**src/verilog/qla_pkg.sv**
```systemverilog
// ----------------------------------------
// shared constants for the qla register bus
// address spaces, offsets, dac and safety codes
// register address union, write bus and current structs
// ----------------------------------------

package qla_pkg;

    // ----------------------------------------
    // sizes
    localparam int NUM_CHAN       = 4;          // axes on the board
    localparam int DAC_FRAME_BITS = 24;         // quad dac frame length
    localparam int BUF_DEPTH      = 64;         // data buffer words
    localparam int BUF_AW         = $clog2(BUF_DEPTH);

    // ----------------------------------------
    // address map, addr[15:12] is the space
    localparam logic [3:0] ADDR_MAIN     = 4'h0;
    localparam logic [3:0] ADDR_DATA_BUF = 4'h7;

    // per-channel offsets, addr[3:0]
    localparam logic [3:0] OFF_ADC_DATA = 4'h0;    // feedback readback
    localparam logic [3:0] OFF_DAC_CTRL = 4'h1;    // current command
    localparam logic [3:0] OFF_STATUS   = 4'h0;    // channel 0 only

    // buffer index that maps to the control/status word
    localparam logic [11:0] BUF_STATUS_INDEX = 12'hFFF;

    // ----------------------------------------
    // current codes, offset binary around mid scale
    localparam logic [15:0] DAC_MID       = 16'h8000;  // zero current
    localparam logic [15:0] SAFETY_MARGIN = 16'h0100;  // slack over 2x cmd
    localparam logic [3:0]  DAC_CMD       = 4'b0011;   // write and update

    // ----------------------------------------
    // register address, two decodes of the same 16 bits
    typedef struct packed {
        logic [3:0] space;
        logic [3:0] unused;
        logic [3:0] chan;    // 0 = board, 1..4 = axes
        logic [3:0] offset;
    } chan_addr_t;

    typedef struct packed {
        logic [3:0]  space;
        logic [11:0] index;  // buffer word or status index
    } buf_addr_t;

    typedef union packed {
        chan_addr_t chan;
        buf_addr_t  databuf;
    } reg_addr_t;

    // internal write bus, one pulse per apb write
    typedef struct packed {
        logic        wen;
        reg_addr_t   waddr;
        logic [31:0] wdata;
    } reg_wr_t;

    // sampled feedback, fb[0] is axis 1
    typedef struct packed {
        logic                       valid;
        logic [NUM_CHAN-1:0][15:0]  fb;
    } cur_fb_t;

    // commands, index 0 is axis 1
    typedef logic [NUM_CHAN-1:0][15:0] cur_cmd_t;

endpackage

```
**src/verilog/reg_bus_bridge.sv**
```systemverilog
// ----------------------------------------
// apb slave to internal register bus
// write pulse, read mux by space, slave error
// ----------------------------------------

`timescale 1ns/1ps

module reg_bus_bridge
    import qla_pkg::*;
(
    input  logic        sysclk,
    input  logic        reset,
    input  logic        psel,
    input  logic        penable,
    input  logic        pwrite,
    input  logic [15:0] paddr,
    input  logic [31:0] pwdata,
    output logic        pready,
    output logic [31:0] prdata,
    output logic        pslverr,
    output reg_wr_t     reg_wr,
    output reg_addr_t   raddr,
    input  logic [31:0] main_chan0_rdata,
    input  logic [31:0] axis_rdata,
    input  logic [31:0] buf_rdata
);

    logic access;      // apb access phase
    logic mapped;      // space has a decoder behind it

    assign raddr  = paddr;
    assign access = psel & penable;
    assign mapped = (raddr.chan.space == ADDR_MAIN) ||
                    (raddr.chan.space == ADDR_DATA_BUF);

    assign pready  = access;             // no wait states
    assign pslverr = access & ~mapped;

    // write bus follows the access cycle directly
    assign reg_wr.wen   = access & pwrite & mapped;
    assign reg_wr.waddr = raddr;
    assign reg_wr.wdata = pwdata;

    // ----------------------------------------
    // read mux
    always_comb begin
        if (raddr.chan.space == ADDR_DATA_BUF)
            prdata = buf_rdata;
        else if (raddr.chan.space == ADDR_MAIN)
            prdata = (raddr.chan.chan == 4'd0) ? main_chan0_rdata : axis_rdata;
        else
            prdata = '0;                 // unmapped reads as zero
    end

    // write strobes need a setup phase in between
    a_wen_single : assert property (@(posedge sysclk) disable iff (reset)
        reg_wr.wen |=> !reg_wr.wen);

endmodule

```
**src/verilog/axis_regs.sv**
```systemverilog
// ----------------------------------------
// per-axis command and feedback registers
// command writes raise cmd_changed for the dac
// ----------------------------------------

`timescale 1ns/1ps

module axis_regs
    import qla_pkg::*;
(
    input  logic        sysclk,
    input  logic        reset,
    input  reg_wr_t     reg_wr,
    input  reg_addr_t   raddr,
    input  cur_fb_t     cur_fb,
    output logic [31:0] rdata,
    output cur_cmd_t    cur_cmd,
    output logic [3:0]  cmd_changed
);

    logic [NUM_CHAN-1:0][15:0] fb_q;   // latest feedback per axis
    logic       wr_axis;               // write lands on an axis
    logic       rd_axis;
    logic [1:0] wr_sel;                // axis index, chan minus one
    logic [1:0] rd_sel;

    // channels 1..4 only, channel 0 belongs to the board
    assign wr_axis = reg_wr.wen && (reg_wr.waddr.chan.space == ADDR_MAIN) &&
                     (reg_wr.waddr.chan.chan != 4'd0) &&
                     (reg_wr.waddr.chan.chan <= NUM_CHAN) &&
                     (reg_wr.waddr.chan.offset == OFF_DAC_CTRL);
    assign rd_axis = (raddr.chan.chan != 4'd0) && (raddr.chan.chan <= NUM_CHAN);

    // low two bits minus one, chan 4 wraps to 3
    assign wr_sel = reg_wr.waddr.chan.chan[1:0] - 2'd1;
    assign rd_sel = raddr.chan.chan[1:0] - 2'd1;

    // ----------------------------------------
    // registers
    always_ff @(posedge sysclk) begin
        if (reset) begin
            cur_cmd     <= {NUM_CHAN{DAC_MID}};   // zero current
            fb_q        <= '0;
            cmd_changed <= '0;
        end else begin
            cmd_changed <= '0;                    // single-cycle strobe
            if (cur_fb.valid)
                fb_q <= cur_fb.fb;
            if (wr_axis) begin
                cur_cmd[wr_sel]     <= reg_wr.wdata[15:0];  // high half dropped
                cmd_changed[wr_sel] <= 1'b1;
            end
        end
    end

    // ----------------------------------------
    // read port
    always_comb begin
        rdata = '0;
        if (rd_axis) begin
            case (raddr.chan.offset)
                OFF_ADC_DATA: rdata = {16'd0, fb_q[rd_sel]};
                OFF_DAC_CTRL: rdata = {16'd0, cur_cmd[rd_sel]};
                default:      rdata = '0;
            endcase
        end
    end

endmodule

```
**src/verilog/dac_spi.sv**
```systemverilog
// ----------------------------------------
// quad dac serializer
// pending flags per axis, 24-bit spi frames
// ----------------------------------------

`timescale 1ns/1ps

module dac_spi
    import qla_pkg::*;
(
    input  logic       sysclk,
    input  logic       reset,
    input  cur_cmd_t   cur_cmd,
    input  logic [3:0] cmd_changed,
    output logic       dac_sclk,
    output logic       dac_mosi,
    output logic       dac_csel
);

    logic [3:0]                pending;     // axes waiting for a frame
    logic [3:0]                pend_next;
    logic [1:0]                sel;         // lowest pending axis
    logic                      sel_vld;
    logic [DAC_FRAME_BITS-1:0] shift_q;
    logic [4:0]                bit_cnt;     // bits already clocked out

    // new changes merge into the queue, repeats coalesce
    always_comb begin
        pend_next = pending | cmd_changed;
        sel       = '0;
        sel_vld   = 1'b0;
        for (int i = NUM_CHAN - 1; i >= 0; i--) begin
            if (pend_next[i]) begin
                sel     = i[1:0];
                sel_vld = 1'b1;
            end
        end
    end

    assign dac_mosi = shift_q[DAC_FRAME_BITS-1];   // msb first

    // ----------------------------------------
    // frame sequencer
    always_ff @(posedge sysclk) begin
        if (reset) begin
            pending  <= '0;
            dac_csel <= 1'b1;
            dac_sclk <= 1'b0;
            bit_cnt  <= '0;
            shift_q  <= '0;
        end else if (dac_csel) begin
            // idle, start the lowest pending axis
            pending <= pend_next;
            if (sel_vld) begin
                pending[sel] <= 1'b0;
                shift_q  <= {DAC_CMD, 2'b00, sel, cur_cmd[sel]};  // value taken now
                dac_csel <= 1'b0;
                bit_cnt  <= '0;
            end
        end else begin
            pending  <= pend_next;       // keep collecting while busy
            dac_sclk <= ~dac_sclk;       // sysclk / 2
            if (dac_sclk) begin
                // falling edge, next bit onto mosi
                shift_q <= shift_q << 1;
                bit_cnt <= bit_cnt + 5'd1;
                if (bit_cnt == DAC_FRAME_BITS - 1)
                    dac_csel <= 1'b1;    // frame done
            end
        end
    end

    a_sclk_idle : assert property (@(posedge sysclk) disable iff (reset)
        dac_csel |-> !dac_sclk);

endmodule

```
**src/verilog/safety_check.sv**
```systemverilog
// ----------------------------------------
// single-axis overcurrent check
// latched amplifier disable
// ----------------------------------------

`timescale 1ns/1ps

module safety_check
    import qla_pkg::*;
(
    input  logic        sysclk,
    input  logic        reset,
    input  logic        cur_fb_valid,
    input  logic [15:0] fb,
    input  logic [15:0] cmd,
    input  logic        clear,         // from board status write
    output logic        amp_disable
);

    logic [15:0] fb_mag;       // |fb - mid|
    logic [15:0] cmd_mag;      // |cmd - mid|
    logic [17:0] limit;        // 2 * cmd_mag + margin, no overflow
    logic        violation;

    // codes are offset binary around zero current
    assign fb_mag  = (fb >= DAC_MID)  ? (fb - DAC_MID)  : (DAC_MID - fb);
    assign cmd_mag = (cmd >= DAC_MID) ? (cmd - DAC_MID) : (DAC_MID - cmd);

    assign limit     = {1'b0, cmd_mag, 1'b0} + {2'b00, SAFETY_MARGIN};
    assign violation = {2'b00, fb_mag} > limit;

    // ----------------------------------------
    // latch until cleared, clear wins
    always_ff @(posedge sysclk) begin
        if (reset)
            amp_disable <= 1'b0;
        else if (clear)
            amp_disable <= 1'b0;
        else if (cur_fb_valid && violation)
            amp_disable <= 1'b1;
    end

endmodule

```
**src/verilog/board_regs.sv**
```systemverilog
// ----------------------------------------
// channel 0 board status/control
// power enable, amplifier enables, board id
// ----------------------------------------

`timescale 1ns/1ps

module board_regs
    import qla_pkg::*;
(
    input  logic        sysclk,
    input  logic        reset,
    input  reg_wr_t     reg_wr,
    input  reg_addr_t   raddr,
    input  logic [3:0]  board_id,
    input  logic [3:0]  amp_disable,
    output logic [31:0] rdata,
    output logic [3:0]  safety_clear,
    output logic [3:0]  amp_en
);

    logic       pwr_enable;
    logic [3:0] amp_en_reg;    // host requested enables
    logic       status_wr;
    logic       pwr_on_wr;     // power enable written 1
    logic [3:0] amp_mask;      // wdata[11:8]
    logic [3:0] amp_val;       // wdata[3:0]

    assign status_wr = reg_wr.wen && (reg_wr.waddr.chan.space == ADDR_MAIN) &&
                       (reg_wr.waddr.chan.chan == 4'd0) &&
                       (reg_wr.waddr.chan.offset == OFF_STATUS);
    assign amp_mask  = reg_wr.wdata[11:8];
    assign amp_val   = reg_wr.wdata[3:0];
    assign pwr_on_wr = reg_wr.wdata[18] & reg_wr.wdata[19];

    // ----------------------------------------
    // masked writes
    always_ff @(posedge sysclk) begin
        if (reset) begin
            pwr_enable <= 1'b0;
            amp_en_reg <= '0;
        end else if (status_wr) begin
            if (reg_wr.wdata[18])                   // power mask
                pwr_enable <= reg_wr.wdata[19];
            for (int i = 0; i < NUM_CHAN; i++) begin
                if (amp_mask[i])
                    amp_en_reg[i] <= amp_val[i];
            end
        end
    end

    // re-enabling an axis, or the power, releases its latch
    assign safety_clear = status_wr ? ((amp_mask & amp_val) | {4{pwr_on_wr}}) : 4'd0;

    // amplifier runs only when all three agree
    assign amp_en = {4{pwr_enable}} & amp_en_reg & ~amp_disable;

    // ----------------------------------------
    // status readback
    always_comb begin
        if (raddr.chan.offset == OFF_STATUS)
            rdata = {4'd0, board_id, 4'd0, pwr_enable, 7'd0,
                     amp_disable, 4'd0, amp_en_reg};
        else
            rdata = '0;
    end

endmodule

```
**src/verilog/data_buffer.sv**
```systemverilog
// ----------------------------------------
// circular feedback sample buffer
// one selected axis, status word at index 0xfff
// ----------------------------------------

`timescale 1ns/1ps

module data_buffer
    import qla_pkg::*;
(
    input  logic        sysclk,
    input  logic        reset,
    input  reg_wr_t     reg_wr,
    input  reg_addr_t   raddr,
    input  cur_fb_t     cur_fb,
    output logic [31:0] rdata
);

    logic [15:0]       mem [BUF_DEPTH];   // sample storage
    logic [BUF_AW-1:0] ptr;               // next write slot
    logic [2:0]        buf_chan;          // 1..4
    logic [1:0]        fb_sel;            // chan minus one
    logic              ctrl_wr;
    logic [2:0]        new_chan;

    assign ctrl_wr  = reg_wr.wen && (reg_wr.waddr.databuf.space == ADDR_DATA_BUF) &&
                      (reg_wr.waddr.databuf.index == BUF_STATUS_INDEX);
    assign new_chan = reg_wr.wdata[2:0];
    assign fb_sel   = buf_chan[1:0] - 2'd1;    // chan 4 wraps to 3

    // ----------------------------------------
    // control, channel select and pointer
    always_ff @(posedge sysclk) begin
        if (reset) begin
            ptr      <= '0;
            buf_chan <= 3'd1;
        end else begin
            if (cur_fb.valid)
                ptr <= ptr + 1'b1;               // wraps at depth
            if (ctrl_wr) begin
                if (new_chan >= 3'd1 && new_chan <= NUM_CHAN)
                    buf_chan <= new_chan;        // others ignored
                if (reg_wr.wdata[31])
                    ptr <= '0;                   // restart wins over step
            end
        end
    end

    // sample store
    always_ff @(posedge sysclk) begin
        if (cur_fb.valid)
            mem[ptr] <= cur_fb.fb[fb_sel];
    end

    // ----------------------------------------
    // read port
    always_comb begin
        if (raddr.databuf.index == BUF_STATUS_INDEX)
            rdata = {10'd0, ptr, 13'd0, buf_chan};
        else
            rdata = {16'd0, mem[raddr.databuf.index[BUF_AW-1:0]]};
    end

endmodule

```
**src/verilog/qla_top.sv**
```systemverilog
// ----------------------------------------
// qla top level
// apb bridge, axis registers, dac serializer,
// per-axis safety checks, board regs, data buffer
// ----------------------------------------

`timescale 1ns/1ps

module qla_top
    import qla_pkg::*;
(
    input  logic        sysclk,
    input  logic        reset,
    // apb slave
    input  logic        psel,
    input  logic        penable,
    input  logic        pwrite,
    input  logic [15:0] paddr,
    input  logic [31:0] pwdata,
    output logic        pready,
    output logic [31:0] prdata,
    output logic        pslverr,
    // board side
    input  cur_fb_t     cur_fb,        // converted feedback, one-cycle valid
    input  logic [3:0]  board_id,      // rotary switch
    output logic        dac_sclk,
    output logic        dac_mosi,
    output logic        dac_csel,
    output logic [3:0]  amp_en
);

    reg_wr_t     reg_wr;               // shared write bus
    reg_addr_t   raddr;                // shared read address
    logic [31:0] main_chan0_rdata;
    logic [31:0] axis_rdata;
    logic [31:0] buf_rdata;
    cur_cmd_t    cur_cmd;
    logic [3:0]  cmd_changed;
    logic [3:0]  amp_disable;          // latched by safety checks
    logic [3:0]  safety_clear;         // from board status writes

    // ----------------------------------------
    // register bus
    reg_bus_bridge bridge (
        .sysclk(sysclk), .reset(reset),
        .psel(psel), .penable(penable), .pwrite(pwrite),
        .paddr(paddr), .pwdata(pwdata),
        .pready(pready), .prdata(prdata), .pslverr(pslverr),
        .reg_wr(reg_wr), .raddr(raddr),
        .main_chan0_rdata(main_chan0_rdata),
        .axis_rdata(axis_rdata),
        .buf_rdata(buf_rdata)
    );

    // ----------------------------------------
    // current path
    axis_regs axes (
        .sysclk(sysclk), .reset(reset),
        .reg_wr(reg_wr), .raddr(raddr), .cur_fb(cur_fb),
        .rdata(axis_rdata), .cur_cmd(cur_cmd), .cmd_changed(cmd_changed)
    );

    dac_spi dac (
        .sysclk(sysclk), .reset(reset),
        .cur_cmd(cur_cmd), .cmd_changed(cmd_changed),
        .dac_sclk(dac_sclk), .dac_mosi(dac_mosi), .dac_csel(dac_csel)
    );

    // one comparator per axis
    for (genvar i = 0; i < NUM_CHAN; i++) begin : g_safe
        safety_check safe (
            .sysclk(sysclk), .reset(reset),
            .cur_fb_valid(cur_fb.valid),
            .fb(cur_fb.fb[i]),
            .cmd(cur_cmd[i]),
            .clear(safety_clear[i]),
            .amp_disable(amp_disable[i])
        );
    end

    // ----------------------------------------
    // channel 0 and sample buffer
    board_regs chan0 (
        .sysclk(sysclk), .reset(reset),
        .reg_wr(reg_wr), .raddr(raddr), .board_id(board_id),
        .amp_disable(amp_disable), .rdata(main_chan0_rdata),
        .safety_clear(safety_clear), .amp_en(amp_en)
    );

    data_buffer data_buf (
        .sysclk(sysclk), .reset(reset),
        .reg_wr(reg_wr), .raddr(raddr), .cur_fb(cur_fb),
        .rdata(buf_rdata)
    );

endmodule

```
**config.mk**
```make
export PLATFORM = sky130hd
export DESIGN_NAME = qla_top
export DESIGN_NICKNAME = d
export VERILOG_FILES = /design/src/verilog/qla_pkg.sv /design/src/verilog/reg_bus_bridge.sv /design/src/verilog/axis_regs.sv /design/src/verilog/dac_spi.sv /design/src/verilog/safety_check.sv /design/src/verilog/board_regs.sv /design/src/verilog/data_buffer.sv /design/src/verilog/qla_top.sv
export SDC_FILE = /design/constraint.sdc
export NUM_CORES = 2
export LEC_CHECK = 0
export CAP_MARGIN = 10
export CORE_MARGIN = 2
export CORE_UTILIZATION = 40
export DETAILED_ROUTE_END_ITERATION = 6
export DONT_BUFFER_PORTS = 1
export HOLD_SLACK_MARGIN = 0.05
export PLACE_DENSITY = 0.66
export SKIP_LAST_GASP = 1
export SYNTH_ARGS = -nofsm -noshare
export SYNTH_HDL_FRONTEND = slang
export SYNTH_SLANG_ARGS = --single-unit
export TNS_END_PERCENT = 1
```
**constraint.sdc**
```tcl
create_clock -name sysclk -period 6.34 [get_ports sysclk]
set_input_delay 1.902 -clock sysclk [delete_from_list [all_inputs] [get_ports sysclk]]
set_output_delay 1.902 -clock sysclk [all_outputs]
set_load 0.01 [all_outputs]
```
==> reports/results.txt <==
Sink Count = 1,209
Hold_buf cts = 0
Routed Antenna Nets = 0
Hold Path End = dac.shift_q[19]
Slew margin rel. = 16.7%
Worst Hold Class = flop to flop
Die Y = 370 microns
IO buf count = 0
Area Growth Syn to Fin = 12.1%
Int Power = 0.0132 W
Worst r2r path cells = 15
Regs by FF count = data_buf.mem: 1024 flops, axes.cur_cmd: 64 flops, axes.fb_q: 64 flops
Final Hold Fails = 0
Synth warn = 0
Gpl congestion = 0.977
Biggest register = data_buf.mem
Crit Path Class = input pin to output port
Vias in the first global route = 31,200
Synth Instances = 3,601
Critical R2R Capture = g_safe[2].safe.amp_disable
Syn Area/Cell = 14.9 sq um
Seq/Total Area, Yosys = 64.1%
Critical Path AT = 4460 ps
Ant. Diodes = 0
Library cells used by synthesis = 80
Main flop type after synthesis = edfxtp_1
Cell row count = 134
Clock-pin slew on the worst setup and hold paths = 60 ps
Clk pwr share = 43.0%
Synth Cell Area = 53,700 sq um
Layout cell share with drive strength beyond 1 = 17.4%
Status = finished with violations
Clk buf depth = 3
Sequential power share = 52.1%
Leak = 19.9 nW
Final Cycle Share = 100%
RSZ-0062 raised after global routing = true
Hold_sp = dac.shift_q[18]
Hold Path Stages = 2
IO Pins = 163
Cells after DPL = 5,287
Drt wl/cell = 28.3 microns
Max_cap viols = 0
Combinational share of power = 4.9%
Initial antenna violation count = 8
Final Util = 45.2%
Number of H-tree levels = 3
DRT iter0 DRCs = 4,304
Final WL = 156,000 microns
Nets = 3,840
CTS tree = done
Starting Density = 40.3%
Critical Path Sink Type = output port
Setup Skew = 38.8 ps
Post-synth EDFFs = 1,024
Most common cell after layout, fill and taps aside = edfxtp_1
DR vias = 33,000
DIE WIDTH = 370 microns
Grt total ovfl = 0
All-layer global routing usage = 22.3%
Post-CTS Setup Repair Bufs = 0
Largest register FFs = 1,024
Clk_lat worst skew = 740 ps
DRC = 1
Worst R2R Start = axes.cur_cmd[32]
Sw power = 0.00350 W
Slew Limit Fails = 0
Maximum VDD drop = 0.240 mV
Final setup fails = 1
Core area = 133,000 sq um
Failing checks = DRC, setup timing
Worst path required time = 4440 ps
Flops & latches, synth = 1,209
Final WS setup = -19.9 ps
Post_cts resized = 0
DP Worst Slack = 4.71 ps
Switching Fraction = 21.0%
Drt pass-1 iters = 7
Minimum clock period = 6360 ps
Critical path peak fanout = 224
Total CTS buffers = 116
Max Clock Freq = 0.157 GHz
Tightest Pin Transition = 1250 ps
Post-synth ARST share = 0%
Global-route wire length before repair = 222,000 microns
Pwr/cell area = 277 nW/um^2
Final Non-Filler Cells = 5,504
Worst reg-to-reg setup slack = 1670 ps
Vias per Instance = 5.99
Hpwl dp = 97,500 microns
Most frequent cells in the layout = edfxtp_1, nor2_1, mux4_2
Root Driver = clkbuf_16
Die area = 137,000 sq um
Startpoint types = input pin
Largest net degree at the start of global routing = 320
==> cells in the mapped netlist, types with 17 or more instances <==
| cell | number | area [sq um] |
|---|---|---|
| xnor2_1 | 65 | 569 |
| mux4_2 | 248 | 5590 |
| a31oi_1 | 29 | 181 |
| o22ai_1 | 45 | 282 |
| nand3b_1 | 24 | 180 |
| a211o_1 | 25 | 219 |
| mux2_2 | 17 | 191 |
| o31ai_1 | 22 | 165 |
| mux2i_1 | 223 | 2230 |
| buf_2 | 58 | 290 |
| a21oi_1 | 188 | 941 |
| nor4_1 | 25 | 156 |
| clkbuf_1 | 151 | 567 |
| xor2_1 | 72 | 631 |
| nor2b_1 | 20 | 125 |
| o221ai_1 | 23 | 201 |
| inv_1 | 45 | 169 |
| buf_1 | 21 | 78.8 |
| nor2_1 | 264 | 991 |
| o21ai_0 | 46 | 230 |
| nand3_1 | 110 | 551 |
| nand4_1 | 18 | 113 |
| and3_1 | 33 | 206 |
| a211oi_1 | 68 | 510 |
| a22oi_1 | 18 | 135 |
| nor3_1 | 61 | 305 |
| edfxtp_1 | 1024 | 30700 |
| dfxtp_1 | 185 | 3700 |
| nand2_1 | 170 | 638 |
| ha_1 | 80 | 1000 |
==> worst max-delay path, cell delays in order <==
cell	delay [ps]
mux4_2	570
mux2i_1	140
nor2_1	50
a2111oi_0	650
buf_4	220
a211oi_1	40
buf_4	190
a2111o_1	490
==> power by group through the flow <==
stage / sequential, W / clock (W) / combinational, W
after global placement: 0.00886 / 0 / 0.000787
after global routing: 0.00869 / 0.00758 / 0.000866
final: 0.00869 / 0.00718 / 0.000810
after CTS: 0.00869 / 0.00728 / 0.000805
after floorplan: 0.00884 / 0 / 0.000668
after detailed placement: 0.00886 / 0 / 0.000800
==> through the flow <==
| step | hold slack, ps | power, W | instance area, sq um | TNS (ps) |
|---|---|---|---|---|
| after detailed placement | 437 | 0.00966 | 56200 | 0 |
| after global placement | 432 | 0.00964 | 56200 | 0 |
| after floorplan | 429 | 0.00951 | 53700 | 0 |
| after global routing | 463 | 0.0171 | 60200 | -4.83 |
| after CTS | 447 | 0.0168 | 60200 | 0 |
| final | 444 | 0.0167 | 60200 | -19.9 |
==> cell families (layout without fill, tap and decap cells) <==
| kind of cell | after synthesis | in the layout | share of synthesized area, % |
|---|---|---|---|
| AO/OA/AOI/OAI | 562 | 562 | 6.88 |
| XOR/XNOR | 137 | 137 | 2.23 |
| adder cells (fa/ha/maj) | 80 | 80 | 1.86 |
| buffers and inverters | 301 | 431 | 2.46 |
| flip-flops | 1209 | 1209 | 64.1 |
| multiplexers | 488 | 488 | 14.9 |
| other | 1 | 6 | 0.00698 |
| AND/OR/NAND/NOR | 823 | 823 | 7.51 |
==> how the worst max path moves through the flow <==
stage	from	endpoint	cells past startpoint
final	paddr[0]	prdata[1]	8
after global routing	paddr[0]	prdata[1]	8
after CTS	paddr[4]	prdata[7]	9
after detailed placement	paddr[4]	prdata[7]	9
after global placement	paddr[4]	prdata[7]	9
after floorplan	paddr[4]	prdata[0]	9
==> layer usage <==
layer / track usage, % / vias up / share of wire [%]
li1: - / 14200 / -
met1: 30.9 / 16800 / 40
met2: 34.3 / 1663 / 46
met3: 6.16 / 244 / 11
met4: 6.45 / 4 / 3.1
met5: 0 / - / 0.013
==> cell type report <==
type	count	area [sq um]
fill	11600	73100
sequential	1209	34500
multi-input combinational	2096	18000
clock buffer	143	3090
tap	1768	2210
timing repair buffer	167	1360
clock inverter	73	876
inverter	48	180
Power figures use the tool's default switching activity.
